$ cat src/nbr_macros.svh
`ifndef NBR_MACROS_SVH
`define NBR_MACROS_SVH

// neighbor-info banks
`define NBR_NUM_BANKS 2

// node id width
`define NBR_NODE_ID_W 6

// bank address, replay low bit on top of the node id
`define NBR_ADDR_W (`NBR_NODE_ID_W + 1)

// one neighbor-list word
`define NBR_INFO_W 16

// replay iterations
// bit 1 picks the bank, bit 0 is the top address bit
`define NBR_MAX_REPLAY 4

// processing elements, sets the tag width
`define NBR_NUM_PE 4

// queue depths
`define NBR_REQ_DEPTH 8
`define NBR_OUT_DEPTH 4

`endif
$ cat src/nbr_pkg.sv
`default_nettype none

`include "nbr_macros.svh"

package nbr_pkg;

    // request queue head
    typedef struct packed {
        logic                             valid;
        logic [`NBR_NODE_ID_W-1:0]        node_id;
        logic [$clog2(`NBR_NUM_PE)-1:0]   pe_tag;
    } nbr_req_t;

    // controller to one bank, enables are active low
    typedef struct packed {
        logic [`NBR_ADDR_W-1:0] a;
        logic                   cen;
        logic                   wen;
    } nbr_mem_ctl_t;

    // tagged neighbor word toward the result queue
    typedef struct packed {
        logic                             valid;
        logic [`NBR_INFO_W-1:0]           addr;
        logic [$clog2(`NBR_NUM_PE)-1:0]   pe_tag;
    } nbr_info_t;

    typedef enum logic {
        ST_IDLE  = 1'b0,
        ST_FETCH = 1'b1
    } ctl_state_t;

endpackage

`default_nettype wire

$ cat src/nbr_id_fifo.sv
`default_nettype none
`timescale 1ns/100ps

`include "nbr_macros.svh"

module nbr_id_fifo (
    input  wire logic               clk,
    input  wire logic               reset,
    input  wire nbr_pkg::nbr_info_t info,
    input  wire logic               out_pop,
    output nbr_pkg::nbr_info_t      out_info,
    output logic                    full
);

    localparam int PTR_W = $clog2(`NBR_OUT_DEPTH);
    localparam int CNT_W = $clog2(`NBR_OUT_DEPTH + 1);
    localparam int TAG_W = $clog2(`NBR_NUM_PE);

    logic [`NBR_INFO_W-1:0] addr_mem [`NBR_OUT_DEPTH];
    logic [TAG_W-1:0]       tag_mem  [`NBR_OUT_DEPTH];

    logic [PTR_W-1:0] wr_ptr;
    logic [PTR_W-1:0] rd_ptr;
    logic [CNT_W-1:0] count;

    logic empty;
    logic do_write;
    logic do_pop;

    assign empty = (count == '0);
    assign full  = (count == CNT_W'(`NBR_OUT_DEPTH));

    assign do_write = info.valid && !full;
    assign do_pop   = out_pop && !empty;

    always_ff @(posedge clk) begin
        if (reset) begin
            wr_ptr <= '0;
            rd_ptr <= '0;
            count  <= '0;
        end else begin
            if (do_write) begin
                wr_ptr <= wr_ptr + 1'b1;
            end
            if (do_pop) begin
                rd_ptr <= rd_ptr + 1'b1;
            end
            case ({do_write, do_pop})
                2'b10:   count <= count + 1'b1;
                2'b01:   count <= count - 1'b1;
                default: count <= count;
            endcase
        end
    end

    always_ff @(posedge clk) begin
        if (do_write) begin
            addr_mem[wr_ptr] <= info.addr;
            tag_mem[wr_ptr]  <= info.pe_tag;
        end
    end

    // head falls through, no read latency
    assign out_info = '{valid: !empty, addr: addr_mem[rd_ptr], pe_tag: tag_mem[rd_ptr]};

    a_no_write_full: assert property (@(posedge clk) disable iff (reset)
        info.valid |-> !full);

    a_no_pop_empty: assert property (@(posedge clk) disable iff (reset)
        out_pop |-> !empty);

endmodule

`default_nettype wire

$ cat config.mk
export PLATFORM = sky130hd
export DESIGN_NAME = nbr_id_fifo
export DESIGN_NICKNAME = d
export VERILOG_FILES = /design/src/nbr_pkg.sv /design/src/nbr_id_fifo.sv
export VERILOG_INCLUDE_DIRS = /design/src /design/src/src
export SDC_FILE = /design/constraint.sdc
export NUM_CORES = 1
export LEC_CHECK = 0
export BUFFER_PORTS_ARGS = -buffer_cell sky130_fd_sc_hd__buf_2
export CAP_MARGIN = 30
export CORE_MARGIN = 5
export CORE_UTILIZATION = 50
export CTS_CLUSTER_DIAMETER = 60
export DETAILED_ROUTE_END_ITERATION = 7
export PLACE_DENSITY = 0.71
export SYNTH_ARGS = -nofsm -noshare
export SYNTH_HDL_FRONTEND = slang
export SYNTH_SLANG_ARGS = --single-unit
$ cat constraint.sdc
create_clock -name clk -period 6.05 [get_ports clk]
set_input_delay 0.605 -clock clk [delete_from_list [all_inputs] [get_ports clk]]
set_output_delay 0.605 -clock clk [all_outputs]
set_load 0.005 [all_outputs]
== Word level (Yosys, flattened, before mapping) ==
Memories as Yosys holds them, arrays and structs flattened. A register that Yosys moved wholly into a read port is not among the register bits.
Index checks and enable logic that the tools add are counted.
Storage, ports and cells
  register bits after elaboration: 7
  bits in latches: 0
  RAM bits: 72
  ROM bits: 0
  bits of input ports: 22
  output and inout bits: 20
  word-level logic and storage cells: 25
  memories: 2
Operators by class
  add/sub/neg operators: 4
  multiply operators: 0
  div/mod/pow operators: 0
  order comparisons: 0
  eq/ne operators: 3
  shifts and indexed selects: 0
  muxes and demuxes: 7
  bitwise operators: 0
  reductions and logical operators: 6
Memory list
  addr_mem: words 4, width 16, read ports 1, clocked after Yosys merged registers in 1, wr ports 1, RTL line nbr_id_fifo.sv:19  | logic [`NBR_INFO_W-1:0] addr_mem [`NBR_OUT_DEPTH];
  tag_mem: words 4, width 2, read ports 1, clocked after Yosys merged registers in 1, wr ports 1, RTL line nbr_id_fifo.sv:20  | logic [TAG_W-1:0] tag_mem [`NBR_OUT_DEPTH];
Operator list (number)
  $mux 2: 4
  $pmux 3 s2: 1
  $add 2x1->2 const B: 2
  $add 3x1->3 const B: 1
  $eq 3x3->1 const B: 1
  $logic_not 3->1: 1
  $sub 3x1->3 const B: 1
  $eq 2x1->1 const B: 1
  $eq 2x2->1 const B: 1
  $logic_and 1x1->1: 2
  $logic_not 1->1: 2
  $mux 1: 2
  $reduce_bool 2->1: 1

== Logic depth before layout (Yosys ltp) ==
Gate-level depths: netlist of run 1.
  depth in word-level cells: 5
  depth in mapped cells: 9
  gate-level depth less buffers: 9

== Worst setup path after synthesis of run 1 ==
Ideal clock, no wire load.
  path kind: input to register
  from: in info[18] (netlist bit)
  to: reg count[2]
  setup time: 0.070 ns
  data arrival time: 1.950 ns
  data required time: 5.980 ns
  setup slack: 4.030 ns
  cell stages on the path: 9
  path buffers: 0
  cell sequence: inv_1 > nor2_1 > inv_1 > ha_1 > inv_1 > fa_1 > xor2_1 > or3_1 > a21oi_1
Between the ends
  word-level cells in the longest chain between the ends: 3
  elaborated cells on any way between the ends: 5
  classes of those cells: eq/ne: 2; mux: 1; reduce/logical: 2
RTL lines
  from (decl): RTL line nbr_id_fifo.sv:9  | input wire nbr_pkg::nbr_info_t info,
  $logic_and 1x1->1 (*): RTL line nbr_id_fifo.sv:33  | assign do_write = info.valid && !full;
  $eq 2x1->1 / $eq 2x2->1 (equally long branches): RTL line nbr_id_fifo.sv:48  | case ({do_write, do_pop})
  $pmux 3 s2 / $reduce_bool 2->1 (equally long branches)
  to (signal assigned): RTL line nbr_id_fifo.sv:49  | 2'b10: count <= count + 1'b1;
  to (signal assigned): RTL line nbr_id_fifo.sv:50  | 2'b01: count <= count - 1'b1;
  to (signal assigned): RTL line nbr_id_fifo.sv:51  | default: count <= count;
  to (decl): RTL line nbr_id_fifo.sv:24  | logic [CNT_W-1:0] count;
Every way passes the cells marked *; elsewhere a longest branch is shown, timed or not.
A chain may end at the register's enable or synchronous reset.

==> results.ini, run 1 <==
[worst_setup_path]
worst-r2r-setup-slack_ns = 3.82
r2r_cells = 9
crit_chain = buf_16, mux4_2, buf_2
path_class = register to primary output
cp_num_cells = 3
cp-end-kind = primary output
r2r_start = count[2]
arrival_ns = 1.91
required_ns = 5.44
crit_fanout = 10
cpLargestDelayFamily = flip-flops
rr_endpoint = count[2]
max_stage_delay_ns = 0.69
crit_path_start_kind = register
crit_slowest_cell = dfxtp_1
path_buf_inv = 2

[clock_tree]
cts_buffers = 9
post_cts_buffers = 0
htreeDepth = 3
root_buffer = clkbuf_8
clk_latency_ns = 0.33
cts_hold_buf = 0
cts.clk_slew.worst_paths_ns = 0.07
cts_resized = 0
tritoncts = built
cts_buffer_depth = 2
clock_sinks = 81

[die]
die_area_sq_um = 7910
rows = 28
ioPinCount = 42
die_y_um = 88.9
core_area_sq_um = 5990
die_w_um = 88.9
start_util_pct = 52.0

[global_routing]
grt.total_usage_pct = 14.0
antenna_found_initial = 0
grt_pass1_wl_mm = 7.85
overflow = 0
grt_max_degree = 19
grt_pass1_vias = 1622

[min_path]
whs_path_depth = 1
worst_hold_path.endpoint = addr_mem[0][9]
min_from = info[11]
hold_class = primary input to register

[yosys]
ys_warn_count = 0
syn_inst = 146
ys_seq_area_share_pct = 75.2
synth-async-reset-ratio_pct = 0
ys_ff_latch = 81
synth_nets = 174
synthFlopType = edfxtp_1
syn_area_per_cell_sq_um = 21.3
synth_area_sq_um = 3110
synth-edff-count = 72
ys_types = 23

[power]
seqPwrFrac_pct = 54.1
peakVddDrop_uv = 197
netSwitchingPower_w = 0.000337
pwr-share-comb_pct = 23.1
powerDensity_nw_per_um2 = 375
clkPwrFrac_pct = 22.8
internal_power_w = 0.000990
power.leakage_nw = 1.23
power_w = 0.00133
p_sw_share_pct = 25.4

[final_layout]
diodes = 0
fin_util_pct = 59.1
final.fill_count = 438
multi_input_area_sq_um = 701
final_cell_mix = edfxtp_1 (72), buf_2 (41), mux4_2 (10)
fin_nets = 222
layout-drive-gt1-share_pct = 31.5
layout_commonest_cell = edfxtp_1
regArea_sq_um = 2340
syn_to_final_growth_pct = 13.6

[timing]
fin_crit_sh_pct = 41.5
hold_ws_ns = 0.483
slew_headroom_pct = 36.6
worstMarginPinSlew_ns = 0.950
rsz0062_at_grt = no
final-setup-viol-count = 0
period_needed_ns = 2.51
max_freq_ghz = 0.398
finalSetupTns_ns = 0
clock_skew_ns = 0.00867
report.final.slew_viol_count = 0
hold_violations = 0

[drt]
first_pass_iters = 5
drtAntennaViolNets = 0
via_per_inst = 5.46
drt_first_iter_violations = 69
drc = 0
drt_wl_total_mm = 4.95
wl_per_cell_um = 18.2
num_vias = 1485

[job]
drv_cap = 0

[placement]
gp_congestion = 0.691
port_buffers = 41
dp_hpwl_mm = 3.28

[outcome]
outcome = complete, no violations

layer usage:
metal	share of wire [%]	global-route usage, %	vias up	wire (um)
met1	39	15.9	759	1910
li1	-	-	677	-
met2	54	24.1	42	2690
met4	1.5	6.18	0	76
met5	0	0	-	0
met3	5.4	4.52	7	265
stage by stage:
stage	setup WS (ns)	instance area, sq um	instances
global placement	3.55	3370	257
detailed placement	3.78	3400	258
floorplan	4.03	3110	146
CTS	3.49	3540	272
finish	3.54	3540	272
global route	3.43	3540	272
kinds of logic after synthesis:
group                      count (synthesis)  synth area share, %
adders and majority gates                  6                 2.65
DFF                                       81                 75.2
xor gates and xnor gates                   4                 1.13
buffers and inverters                     12                 2.29
and+or+nand+nor                           17                 3.05
AOI/OAI and AO/OA                          7                 1.37
muxes                                     19                 14.3
worst max-delay path by stage:
| stage | slack [ns] | endpoint |
|---|---|---|
| 6_report | 3.54 | out_info[9] |
| 5_1_grt | 3.43 | out_info[3] |
| 4_1_cts | 3.49 | out_info[3] |
| 3_5_place_dp | 3.78 | count[2] |
| 3_3_place_gp | 3.55 | out_info[8] |
| 2_1_floorplan | 4.03 | count[2] |
area by class of cell:
class | count | share of cell area [%]
inverter | 7 | 0.743
timing repair buffer | 42 | 6.58
tap | 75 | 2.65
multi-input combinational | 53 | 19.8
sequential | 81 | 66.2
clock inverter | 2 | 0.212
clock buffer | 12 | 3.82
state kept, by name (all words and copies together) (netlist names), named ones only:
name      cells
addr_mem     64
tag_mem       8
count         3
rd_ptr        2
wr_ptr        2
cells in the mapped netlist (2+ instances only):
library cell | instances | area, sq um
dfxtp_1 | 9 | 180
buf_2 | 2 | 10.0
nor2_1 | 7 | 26.3
xor2_1 | 3 | 26.3
ha_1 | 5 | 62.6
mux4_2 | 10 | 225
or3_1 | 3 | 18.8
inv_1 | 7 | 26.3
edfxtp_1 | 72 | 2160
nand2b_1 | 2 | 12.5
a21oi_1 | 3 | 15.0
mux4_1 | 8 | 210
o21ai_0 | 2 | 10.0
and2_1 | 4 | 25.0
power groups by stage:
stage | logic, W | registers (W) | clock network [W]
6_report | 0.000306 | 0.000718 | 0.000303
4_1_cts | 0.000314 | 0.000719 | 0.000308
3_5_place_dp | 0.000313 | 0.000731 | 0
5_1_grt | 0.000336 | 0.000725 | 0.000336
3_3_place_gp | 0.000264 | 0.000741 | 0
2_1_floorplan | 0.000228 | 0.000700 | 0
No activity file was read; power rests on OpenSTA's default activity.
==> run 2, diff against run 1 <==
--- a/config.mk
+++ b/config.mk
@@ -12,7 +12,7 @@
 export CORE_UTILIZATION = 50
 export CTS_CLUSTER_DIAMETER = 60
 export DETAILED_ROUTE_END_ITERATION = 7
-export PLACE_DENSITY = 0.71
+export PLACE_DENSITY = 0.74
 export SYNTH_ARGS = -nofsm -noshare
 export SYNTH_HDL_FRONTEND = slang
 export SYNTH_SLANG_ARGS = --single-unit
==> constraint.sdc (replaced) <==
create_clock -name clk -period 2.05 [get_ports clk]
set_input_delay 0.205 -clock clk [delete_from_list [all_inputs] [get_ports clk]]
set_output_delay 0.205 -clock clk [all_outputs]
set_load 0.005 [all_outputs]
==> results.ini, run 2 (synthesized netlist as in run 1, its figures left out) <==
[drt]
first_pass_iters = 4
drt_wl_total_mm = 5.24
drtAntennaViolNets = 0
via_per_inst = 5.26
wl_per_cell_um = 18.1
num_vias = 1520
drt_first_iter_violations = 72
drc = 0

[global_routing]
grt_max_degree = 19
overflow = 0
grt_pass1_vias = 1637
use_met1_pct = 17.7
grt.total_usage_pct = 15.0
use_met2_pct = 25.6
antenna_found_initial = 0
grt_pass1_wl_mm = 8.45
use_met3_pct = 4.61
grt_busiest_layer = met2

[final_layout]
regArea_sq_um = 2350
final.fill_count = 429
top_register = addr_mem
multi_input_area_sq_um = 722
reg_top3 = addr_mem: 64 flops, tag_mem: 8 flops, count: 3 flops
largest_reg_flops = 64
diodes = 0
layout_commonest_cell = edfxtp_1
syn_to_final_growth_pct = 20.3
final_cell_mix = edfxtp_1 (72), buf_2 (41), buf_4 (15)
fin_nets = 237
fin_util_pct = 62.6
layout-drive-gt1-share_pct = 43.0

[timing]
finalSetupTns_ns = 0
clock_skew_ns = 0.0105
report.final.slew_viol_count = 0
hold_violations = 0
slew_headroom_pct = 73.8
hold_ws_ns = 0.0752
fin_crit_sh_pct = 98.9
final-setup-viol-count = 0
worstMarginPinSlew_ns = 0.387
max_freq_ghz = 0.493
period_needed_ns = 2.03
rsz0062_at_grt = yes

[die]
die_area_sq_um = 7910
start_util_pct = 52.0
core_area_sq_um = 5990
rows = 28
die_y_um = 88.9
ioPinCount = 42
die_w_um = 88.9

[clock_tree]
cts_buffer_depth = 2
cts_buffers = 9
clk_latency_ns = 0.34
clock_sinks = 81
cts.clk_slew.worst_paths_ns = 0.08
cts_hold_buf = 0
tritoncts = built
root_buffer = clkbuf_8
htreeDepth = 3

[power]
power_w = 0.00435
powerDensity_nw_per_um2 = 1160
peakVddDrop_uv = 695
power.leakage_nw = 1.35

[job]
drv_cap = 0

[worst_setup_path]
arrival_ns = 2.29
crit_fanout = 6
r2r_cells = 9
path_class = register to register
crit_path_start_kind = register
required_ns = 2.32
worst-r2r-setup-slack_ns = 0.02
cp-end-kind = register

[min_path]
whs_path_depth = 1
hold_class = primary input to register

[placement]
dp_hpwl_mm = 3.48
port_buffers = 41
gp_congestion = 0.686

[outcome]
outcome = complete, no violations

-- run 2: cell types whose count changed in the layout (fill, tap and decap cells not counted), sizes merged --
cell	previous run	this run
bufinv	0	2
clkinv	2	5
buf	42	57
clkbuf	12	9
-- run 2: repair_timing --
action                     in CTS  in global routing
hold endpoints to repair        0                  0
gates resized for setup         3                  7
pin swaps                       1                  4
buffers inserted                3                  3
setup endpoints to repair       1                  1
-- run 2: area by class of cell --
class	instances	area share (%)
clock inverters	7	2.54
flip-flops and latches	81	62.7
clock buffers	9	3.31
well taps	75	2.50
repair buffers	57	9.02
multi-input cells	53	19.3
inverters	7	0.701
-- run 2: through the flow --
stage | worst slack, ns | area [sq um] | std cells
after floorplan | 0.0468 | 3110 | 146
after global placement | 0.121 | 3460 | 267
after detailed placement | -0.106 | 3460 | 267
after CTS | 0.0414 | 3700 | 286
after global routing | -0.105 | 3750 | 289
final | 0.0230 | 3750 | 289
-- run 2: routing by layer --
layer	routed length, um	part of all wire (%)	vias up
met4	66	1.3	0
met3	290	5.5	7
met5	0	0	-
met1	2050	39	760
met2	2830	54	43
li1	-	-	710
-- run 2: report_power, final --
| part | total [W] | internal (W) | leakage [nW] | switching, W |
|---|---|---|---|---|
| logic | 0.00107 | 0.000590 | 0.504 | 0.000480 |
| registers | 0.00205 | 0.00198 | 0.736 | 0.0000712 |
| clock network | 0.00123 | 0.000685 | 0.111 | 0.000540 |
| total | 0.00435 | 0.00326 | 1.35 | 0.00109 |
-- run 2: critical path, cell delays in order (launching register included) --
cell	delay (ns)
dfxtp_4	0.37
nor3b_2	0.20
nor2_1	0.08
inv_1	0.06
ha_2	0.19
inv_2	0.04
fa_2	0.35
xor2_2	0.17
or3_4	0.37
a21oi_2	0.12
-- run 2: path summary, 6_finish.rpt --
kind,start,to
worst min-delay path,info[1],tag_mem[1][1]
worst max-delay path,count[1],count[2]
worst min register to register,wr_ptr[1],wr_ptr[1]
worst max register to register,count[1],count[2]
==> run 3, diff against run 2 <==
--- a/config.mk
+++ b/config.mk
@@ -12,7 +12,7 @@
 export CORE_UTILIZATION = 50
 export CTS_CLUSTER_DIAMETER = 60
 export DETAILED_ROUTE_END_ITERATION = 7
-export PLACE_DENSITY = 0.74
+export PLACE_DENSITY_LB_ADDON = 0.2
 export SYNTH_ARGS = -nofsm -noshare
 export SYNTH_HDL_FRONTEND = slang
 export SYNTH_SLANG_ARGS = --single-unit
==> results.ini, run 3 (synthesized netlist as in run 1, its figures left out) <==
[die]
ioPinCount = 42
die_w_um = 88.9
die_y_um = 88.9
rows = 28
die_area_sq_um = 7910
start_util_pct = 52.0
core_area_sq_um = 5990

[timing]
period_needed_ns = 2.01
final-setup-viol-count = 0
clock_skew_ns = 0.0100
finalSetupTns_ns = 0
max_freq_ghz = 0.498
fin_crit_sh_pct = 98.0
hold_ws_ns = 0.0718
worstMarginPinSlew_ns = 0.969
slew_headroom_pct = 35.4
hold_violations = 0
rsz0062_at_grt = yes
report.final.slew_viol_count = 0

[job]
drv_cap = 0

[power]
power_w = 0.00434
powerDensity_nw_per_um2 = 1170
power.leakage_nw = 1.31
peakVddDrop_uv = 761

[clock_tree]
root_buffer = clkbuf_8
cts_buffers = 9
clock_sinks = 81
clk_latency_ns = 0.34
cts.clk_slew.worst_paths_ns = 0.08
htreeDepth = 3
cts_buffer_depth = 2
tritoncts = built
cts_hold_buf = 0

[worst_setup_path]
crit_chain = nor3b_4, nor2_2, inv_1, ha_2, inv_1, fa_2, xor2_1, or3_4, a21oi_2
r2r_start = count[0]
required_ns = 2.32
path_class = register to register
crit_fanout = 3
cp-end-kind = register
rr_endpoint = count[2]
worst-r2r-setup-slack_ns = 0.04
arrival_ns = 2.28
r2r_cells = 9
crit_slowest_cell = or3_4
max_stage_delay_ns = 0.38
crit_path_start_kind = register
cp_common_cell = inv_1

[drt]
via_per_inst = 5.26
first_pass_iters = 4
wl_per_cell_um = 18.1
num_vias = 1495
drc = 0
drtAntennaViolNets = 0
drt_wl_total_mm = 5.13
drt_first_iter_violations = 51

[final_layout]
fin_cells = 284
diodes = 0
final_cell_mix = edfxtp_1 (72), buf_2 (41), mux4_2 (10), buf_4 (10), clkbuf_8 (9)
top_register = addr_mem
final.fill_count = 445
layout_commonest_cell = edfxtp_1
fin_nets = 232
largest_reg_flops = 64
syn_to_final_growth_pct = 19.4
layout-drive-gt1-share_pct = 41.1
reg_top3 = addr_mem: 64 flops, tag_mem: 8 flops, count: 3 flops

[global_routing]
grt_max_degree = 19
grt_pass1_wl_mm = 7.86
grt.total_usage_pct = 14.3
grt_pass1_vias = 1591
overflow = 0
antenna_found_initial = 0

[min_path]
worst_hold_path.endpoint = addr_mem[1][2]
min_from = info[4]
hold_class = primary input to register
whs_path_depth = 1

[placement]
port_buffers = 41
dp_hpwl_mm = 3.32
dp_cells = 261
gp_congestion = 0.679

[outcome]
outcome = complete, no violations

[run 3: cell types whose count changed in the layout (fill, tap and decap cells not counted), sizes merged]
cell      before  now
buf           57   52
clkinv         5    2
clkinvlp       0    2
clkbuf         9   10
[run 3: power by group]
group | switching [W] | total (W) | internal, W
Combinational | 0.000464 | 0.00104 | 0.000575
Sequential | 0.0000761 | 0.00207 | 0.00199
Clock | 0.000548 | 0.00124 | 0.000690
[run 3: cell type report]
class	instances	area [sq um]	share of cell area (%)
Clock buffer	10	128	3.43
Inverter	7	26.3	0.707
Clock inverter	6	92.6	2.49
Tap cell	75	93.8	2.52
Timing Repair Buffer	52	300	8.08
Multi-Input combinational cell	53	723	19.5
Sequential cell	81	2350	63.3
[run 3: worst max-delay path, delay by kind of cell, from the launching register on]
| kind | cells | cell delay (ns) |
|---|---|---|
| simple gates | 3 | 0.66 |
| fa+ha+maj | 2 | 0.51 |
| flops | 1 | 0.36 |
| xor+xnor | 1 | 0.17 |
| buf+inv | 2 | 0.13 |
| compound gates | 1 | 0.13 |
[run 3: per-stage QoR]
step	utilization [%]	setup WS [ns]	cell area [sq um]
final	62.1	0.0412	3720
after global routing	62.1	-0.0556	3720
after detailed placement	56.9	-0.0910	3410
after global placement	56.9	0.0861	3410
after CTS	60.9	0.000292	3650
after floorplan	-	0.0468	3110
[run 3: timing repair]
item,in CTS,in global routing
buffers inserted,1,6
gates resized for setup,4,8
pin swaps,0,3
setup endpoints to repair,1,12
[run 3: worst max-delay path by stage]
stage          startpoint       end  cells after the start
2_1_floorplan    count[2]  count[2]                      9
3_3_place_gp     count[2]  count[2]                      9
3_5_place_dp     count[2]  count[2]                      9
4_1_cts          count[2]  count[2]                      9
5_1_grt          count[0]  count[2]                      9
6_report         count[0]  count[2]                      9
[run 3: per-layer routing]
| layer | global-route usage (%) | share of wire (%) | routed length [um] |
|---|---|---|---|
| met1 | 16.9 | 41 | 2110 |
| met5 | 0 | 0 | 0 |
| met4 | 6.18 | 1.1 | 58 |
| met2 | 24.2 | 52 | 2680 |
| met3 | 4.24 | 5.4 | 276 |
